==> src/hdl/ecc_code_pkg.sv <==
package ecc_code_pkg;

    // Data bits protected by the code
    localparam int DATA_WIDTH  = 111;

    // Seven Hamming check bits plus one overall parity bit
    localparam int CHECK_WIDTH = 8;

    // Width of a Hamming position, positions 1 to 127
    localparam int POS_WIDTH   = CHECK_WIDTH - 1;

    typedef logic [DATA_WIDTH-1:0]  data_word_t;
    typedef logic [CHECK_WIDTH-1:0] check_word_t;
    typedef logic [CHECK_WIDTH-1:0] syndrome_t;
    typedef logic [POS_WIDTH-1:0]   hamming_pos_t;

    // Hamming position of data bit idx, counting from 1
    //
    // Data bits fill the positions that are not powers of two, so
    // data bit 0 lands on 3 and data bit 110 on 118. Positions 1 and 2
    // are skipped up front, then each higher power of two that the
    // running position reaches pushes it up by one.
    function automatic hamming_pos_t data_position(input int unsigned idx);
        int unsigned pos;
        pos = idx + 3;
        for (int k = 2; k < POS_WIDTH; k++) begin
            if (pos >= (32'd1 << k)) begin
                pos = pos + 1;
            end
        end
        return hamming_pos_t'(pos);
    endfunction

endpackage
==> src/hdl/ecc_status_pkg.sv <==
package ecc_status_pkg;

    // Decoder error flags, at most one of them high
    typedef struct packed {
        logic sbit_err;
        logic dbit_err;
    } ecc_status_t;

    // Result of syndrome classification
    // mask is one-hot on a correctable data bit, zero otherwise
    typedef struct packed {
        ecc_code_pkg::data_word_t mask;
        ecc_status_t              status;
    } ecc_fix_t;

endpackage

==> src/hdl/ecc_111_cal.sv <==
`timescale 1ns/1ps

module ecc_111_cal (
    input  ecc_code_pkg::data_word_t  data_in,
    input  ecc_code_pkg::check_word_t parity_in,
    input  logic                      bypass,
    output ecc_code_pkg::data_word_t  data_out,
    output ecc_code_pkg::check_word_t parity_out,
    output logic                      sbit_err,
    output logic                      dbit_err
);

    import ecc_status_pkg::*;

    ecc_status_t status;

    // Check word of the incoming data, also the decoder reference
    ecc_encoder u_encoder (
        .data  (data_in),
        .check (parity_out)
    );

    ecc_decoder u_decoder (
        .data_in     (data_in),
        .parity_in   (parity_in),
        .parity_calc (parity_out),
        .bypass      (bypass),
        .data_out    (data_out),
        .status      (status)
    );

    assign sbit_err = status.sbit_err;
    assign dbit_err = status.dbit_err;

endmodule

==> src/hdl/ecc_decoder.sv <==
`timescale 1ns/1ps

module ecc_decoder (
    input  ecc_code_pkg::data_word_t    data_in,
    input  ecc_code_pkg::check_word_t   parity_in,
    input  ecc_code_pkg::check_word_t   parity_calc,
    input  logic                        bypass,
    output ecc_code_pkg::data_word_t    data_out,
    output ecc_status_pkg::ecc_status_t status
);

    import ecc_code_pkg::*;
    import ecc_status_pkg::*;

    syndrome_t    syndrome;
    hamming_pos_t syn_pos;
    logic         odd_parity;
    logic         check_hit;
    logic         data_hit;
    data_word_t   pos_mask;
    ecc_fix_t     fix;

    assign syndrome = parity_in ^ parity_calc;
    assign syn_pos  = syndrome[POS_WIDTH-1:0];

    // Overall parity of the received word
    // Any single flipped bit makes it odd, two flipped bits keep it even
    assign odd_parity = ^syndrome;

    // Lone syndrome bit means the flip sits in the check word itself
    assign check_hit = $onehot(syndrome);

    // One-hot decode of the Hamming position onto the data bits
    always_comb begin
        pos_mask = '0;
        for (int i = 0; i < DATA_WIDTH; i++) begin
            if (data_position(i) == syn_pos) begin
                pos_mask[i] = 1'b1;
            end
        end
    end

    assign data_hit = |pos_mask;

    // Syndrome classification
    //   zero                         no error
    //   odd, position of a data bit  single data error, flip it back
    //   exactly one bit set          single check error, data untouched
    //   anything else                double error
    always_comb begin
        fix = '0;
        if (syndrome == '0) begin
            fix.status = '0;
        end else if (odd_parity && data_hit) begin
            fix.mask            = pos_mask;
            fix.status.sbit_err = 1'b1;
        end else if (check_hit) begin
            fix.status.sbit_err = 1'b1;
        end else begin
            fix.status.dbit_err = 1'b1;
        end
    end

    // Correction, bypass passes data as received with flags cleared
    always_comb begin
        if (bypass) begin
            data_out = data_in;
            status   = '0;
        end else begin
            data_out = data_in ^ fix.mask;
            status   = fix.status;
        end
    end

endmodule

==> src/hdl/ecc_encoder.sv <==
`timescale 1ns/1ps

module ecc_encoder (
    input  ecc_code_pkg::data_word_t  data,
    output ecc_code_pkg::check_word_t check
);

    import ecc_code_pkg::*;

    // Hamming part of the check word
    hamming_pos_t ham;

    // Check bit k covers every data bit whose position has bit k set
    always_comb begin : hamming_bits
        hamming_pos_t pos;
        ham = '0;
        for (int i = 0; i < DATA_WIDTH; i++) begin
            pos = data_position(i);
            for (int k = 0; k < POS_WIDTH; k++) begin
                ham[k] = ham[k] ^ (data[i] & pos[k]);
            end
        end
    end

    // Top bit is overall parity of the data and the seven Hamming bits
    assign check = {(^data) ^ (^ham), ham};

endmodule

==> config.mk <==
export PLATFORM = sky130hd
export DESIGN_NAME = ecc_111_cal
export DESIGN_NICKNAME = d
export VERILOG_FILES = /design/src/hdl/ecc_code_pkg.sv /design/src/hdl/ecc_status_pkg.sv /design/src/hdl/ecc_111_cal.sv /design/src/hdl/ecc_decoder.sv /design/src/hdl/ecc_encoder.sv
export SDC_FILE = /design/constraint.sdc
export NUM_CORES = 1
export LEC_CHECK = 0
export BUFFER_PORTS_ARGS = -buffer_cell sky130_fd_sc_hd__buf_2
export CAP_MARGIN = 20
export CORE_MARGIN = 10
export CORE_UTILIZATION = 25
export DETAILED_ROUTE_END_ITERATION = 16
export PLACE_DENSITY = 0.47
export SYNTH_ARGS = -nofsm -noshare
export SYNTH_HDL_FRONTEND = slang
export SYNTH_SLANG_ARGS = --single-unit
==> constraint.sdc <==
create_clock -name vclk -period 7.6
set_input_delay 0.76 -clock vclk [all_inputs]
set_output_delay 0.76 -clock vclk [all_outputs]
set_load 0.05 [all_outputs]
After elaboration in Yosys (flattened, before gate mapping). Index checks and enable logic that the tools add are counted. Widths: inputs -> output; s select.

$add $sub $neg: 7. Equal/unequal tests: 112. Muxes and demuxes: 120. Bitwise gates (word level): 387. Reductions and logical operators: 6.

Operators with widths (number): $xor 1x1->1 (385); $eq 7x7->1 const A (54); $mux 111 (3); $eq 6x7->1 const A (31); $mux 1 (115); $reduce_or 111->1 (1); $reduce_xor 111->1 (1); $xor 111x111->111 (1); $eq 5x7->1 const A (15); $eq 4x7->1 const A (7); $eq 3x7->1 const A (3); $add 4x4->4 (3); $add 1x1->2 (4); $logic_not 8->1 (1); $reduce_xor 8->1 (1); $xor 8x8->8 (1); $eq 2x7->1 const A (1); $reduce_xor 7->1 (1); $eq 4x1->1 const B (1); $mux 2 (2); $logic_and 1x1->1 (1).

Register bits: 0. Input port bits: 120. Output and inout port bits: 121. Logic and storage cells: 632.

Depth between registers and ports, before layout.
Word-level depth: 68. Gate-level depth with buffers: 22. Depth with buffers taken out: 21.

Hierarchy. A second synthesis with hierarchy kept.

Cell total of the unflattened synthesis: 653. Area total of the unflattened synthesis: 5267.6 sq um.

Modules (own cells, without submodules): ecc_decoder (times used 1, cells each 445, area each 2927.8 sq um, sequential area each 0.0 sq um); ecc_encoder (times used 1, cells each 208, area each 2339.7 sq um, sequential area each 0.0 sq um).

Worst setup path after synthesis. OpenSTA, ideal clock, no wires.

Path type: input -> output. Start point: in data_in[25]. End point: out dbit_err. Arrival: 7.412 ns. Data required time: 6.840 ns. Path slack: -0.572 ns. Cell stages on the path: 20. Buffers on the path: 0. Cells stage by stage: xnor2_1 xnor3_1 xnor2_1 xnor3_1 xnor2_1 xnor3_1 xor2_2 xor2_1 ha_1 inv_1 fa_1 fa_1 inv_1 ha_1 fa_1 nor4b_1 a21oi_1 o211a_1 a41oi_1 nor2b_1.

Word-level cells in the longest chain between the ends: 55. Elaborated cells on any way between the ends: 455. Classes of those cells: add/sub: 7; eq/ne: 112; mux: 115; bitwise: 215; reduce/logical: 6.

Ends and longest elaborated chain: start: declaration (RTL line ecc_111_cal.sv:4) `input ecc_code_pkg::data_word_t data_in,`; $xor 1x1->1 * (44 in series) (RTL line ecc_encoder.sv:20) `ham[k] = ham[k] ^ (data[i] & pos[k]);`; net parity_out[0] (RTL line ecc_111_cal.sv:8) `output ecc_code_pkg::check_word_t parity_out,`; $reduce_xor 7->1 * (RTL line ecc_encoder.sv:26) `assign check = {(^data) ^ (^ham), ham};`; $xor 1x1->1 * (RTL line ecc_encoder.sv:26); net parity_out[7] (RTL line ecc_111_cal.sv:8); $xor 8x8->8 * (RTL line ecc_decoder.sv:23) `assign syndrome = parity_in ^ parity_calc;`; $add 1x1->2 (not written as such) (RTL line ecc_decoder.sv:31) `assign check_hit = $onehot(syndrome);`; $add 4x4->4 (not written as such) (2 in series) (RTL line ecc_decoder.sv:31); $eq 4x1->1 (RTL line ecc_decoder.sv:31); $mux 1 (RTL line ecc_decoder.sv:57) `end else if (check_hit) begin`; $mux 1 (RTL line ecc_decoder.sv:54) `end else if (odd_parity && data_hit) begin`; $mux 2 * (RTL line ecc_decoder.sv:52) `if (syndrome == '0) begin`; $mux 2 * (RTL line ecc_decoder.sv:66) `if (bypass) begin`; end: declaration (RTL line ecc_111_cal.sv:10) `output logic dbit_err`.

The timed path passes the listed nets; every way through them passes the cells marked *.

Worst setup path in the final report.
Start point: in data_in[75]. End point: out sbit_err.

Word-level cells in the longest chain between the ends: 47. Elaborated cells on any way between the ends: 333. Classes of those cells: add/sub: 6; eq/ne: 112; mux: 115; bitwise: 94; reduce/logical: 6.

Ends and longest elaborated chain: $xor 1x1->1 (36 in series) (RTL line ecc_encoder.sv:20); $reduce_xor 7->1 (RTL line ecc_encoder.sv:26); $xor 1x1->1 (RTL line ecc_encoder.sv:26); $xor 8x8->8 * (RTL line ecc_decoder.sv:23); $add 1x1->2 (not written as such) (RTL line ecc_decoder.sv:31); $add 4x4->4 (not written as such) (2 in series) (RTL line ecc_decoder.sv:31); $eq 4x1->1 (RTL line ecc_decoder.sv:31); $mux 1 (RTL line ecc_decoder.sv:57); $mux 1 (RTL line ecc_decoder.sv:54); $mux 2 * (RTL line ecc_decoder.sv:52); $mux 2 * (RTL line ecc_decoder.sv:66); end: declaration (RTL line ecc_111_cal.sv:9) `output logic sbit_err,`.

Mark *: on every way between the ends. The rest lies on a longest branch, timed or not.

==> summary.txt <==
DR vias/cell - 4.617
Drt wl/cell - 22.49 um
Most frequent cells in the layout - 255 x xnor2_1, 240 x buf_2, 123 x nand2_1, 45 x xor2_1, 39 x buf_4
Commonest non-fill, non-tap cell in the layout - xnor2_1
Detailed Routing Iterations Pass 1 - 5
Core area - 20360 sq um
Total negative slack - 0 ps
Final worst path period need - 7325 ps
Reg area - 0 sq um
Mean Syn Cell Area - 7.750 sq um
GRT Total Usage - 0.1847
Vias - 5490
Die height - 164.2 um
Critical path class - input port to output pin
DR iter-0 viols - 475
Largest net degree at the start of global routing - 24
Final Cycle Share - 0.9639
Crit path arrival time - 6570 ps
Ports - 241
RSZ-0062 raised after global routing - false
First-pass GRT wire length - 37.78 mm
Fmax - 0.1365 GHz
Hpwl dp - 22.99 mm
Slew Limit Fails - 0
Initial Util - 0.2553
Post-synthesis sequential area ratio - 0
CP endpoint kind - output pin
Crit path max fanout - 3
Die Footprint - 26970 sq um
CP Launch Type - input port
Rows - 52
Antenna Violating Nets Remaining - 0
Initial antenna violation count - 0
Detailed Route WL - 26.74 mm
Gpl congestion - 0.8592
Final setup vio count - 0
Seq Cell Count - 0
Layout area overhead - 34.84%
Outcome - finished clean
Post-Syn Area - 5200 sq um
Ratio of cells with drive above 1 in the final layout - 0.3275
Maximum Capacitance Violations - 0
Synth top area cells - xnor2_1 43%, xnor3_1 11%, nand2_1 8.9%
Final-report hold violation count - 0
Synth unique cells - 44
# clk buffers - 0
Residual DRC - 0
Worst Hold Class - input port to output pin
Synth area leader - xnor2_1
Slew Limit Headroom - 0.3604
Hold_buf cts - 0
Warnings, synthesis - 0
Die X - 164.2 um
Worst Path Required - 6840 ps
Mapped Cells - 671
Slew @ Worst Pin - 958.8 ps
GRT overflow - 0
N_diodes - 0
Vias in the first global route - 5775
Syn nets - 812
Synth top area share - 0.4312
Layout Nets - 1062
Port Buf Inserts - 241
## critical path, cell delays in order
cell and delay [ps]:
buf_2 130, xnor3_1 440, xnor3_1 430, xnor2_1 150, xnor3_2 510, xnor2_4 220, xnor2_4 160, xnor3_2 410
xor2_4 200, xor2_1 170, ha_1 160, inv_1 50, fa_1 500, fa_1 550, inv_1 50, ha_1 200
fa_1 480, nor4b_4 240, a21oi_1 70, o211a_1 170, a41oi_2 180, and2_1 210, buf_12 150
## logic make-up (layout without fill, tap and decap cells)
| family | Yosys count | after routing | share of synthesized area |
|---|---|---|---|
| buffers and inverters | 50 | 298 | 0.03946 |
| xor gates and xnor gates | 338 | 338 | 0.6569 |
| muxes | 9 | 9 | 0.01781 |
| and+or+nand+nor | 197 | 197 | 0.1586 |
| adders and majority gates | 21 | 21 | 0.05630 |
| AOI/OAI and AO/OA | 56 | 56 | 0.07098 |
## stage by stage
stage | setup slack, ps | instance area [sq um] | utilization | std cells | hold slack (ps)
3_3_place_gp | 152.0 | 6965 | 0.3420 | 1188 | 1893
3_5_place_dp | 23.19 | 6977 | 0.3426 | 1189 | 1897
5_1_grt | 33.82 | 7012 | 0.3443 | 1189 | 1913
4_1_cts | 8.531 | 6977 | 0.3426 | 1189 | 1897
6_report | 274.7 | 7012 | 0.3443 | 1189 | 1893
2_1_floorplan | 21.10 | 5255 | - | 671 | 1792
## timing repair
| action | in CTS | in global routing |
|---|---|---|
| setup buffers | 0 | 0 |
| endpoints found under the setup margin | 0 | 2 |
| gates resized for setup | 0 | 5 |
## synthesized netlist by cell type (7+ instances only)
cell type / instances
xor2_1: 45
xnor2_2: 7
xnor2_1: 256
buf_2: 7
a21oi_1: 9
ha_1: 17
inv_1: 17
nand3_1: 22
nand2_1: 123
nor2_1: 31
xnor3_1: 26
clkbuf_1: 22
o21ai_0: 19
mux2i_1: 7
## final timing paths
kind	from	to	slack (ps)	cells past startpoint
setup / recovery	data_in[75]	sbit_err	270	23
hold / removal	data_in[88]	data_out[88]	1890	3
## cell type report
cell class	instances	area, sq um
Inverter	17	63.81
Multi-Input combinational cell	621	5085
Tap cell	270	337.8
Fill cell	2247	13350
Timing Repair Buffer	281	1525
## layer usage
layer,part of all wire,wire (um),track usage
met1,0.44,11670,0.2525
met2,0.48,12710,0.3147
met3,0.082,2197,0.02303
met4,0.0064,170,0.01259
met5,0,0,0
Power is left out: the tool's default activity adds up to more than one toggle a clock period on the data nets, which glitch-free logic cannot reach.
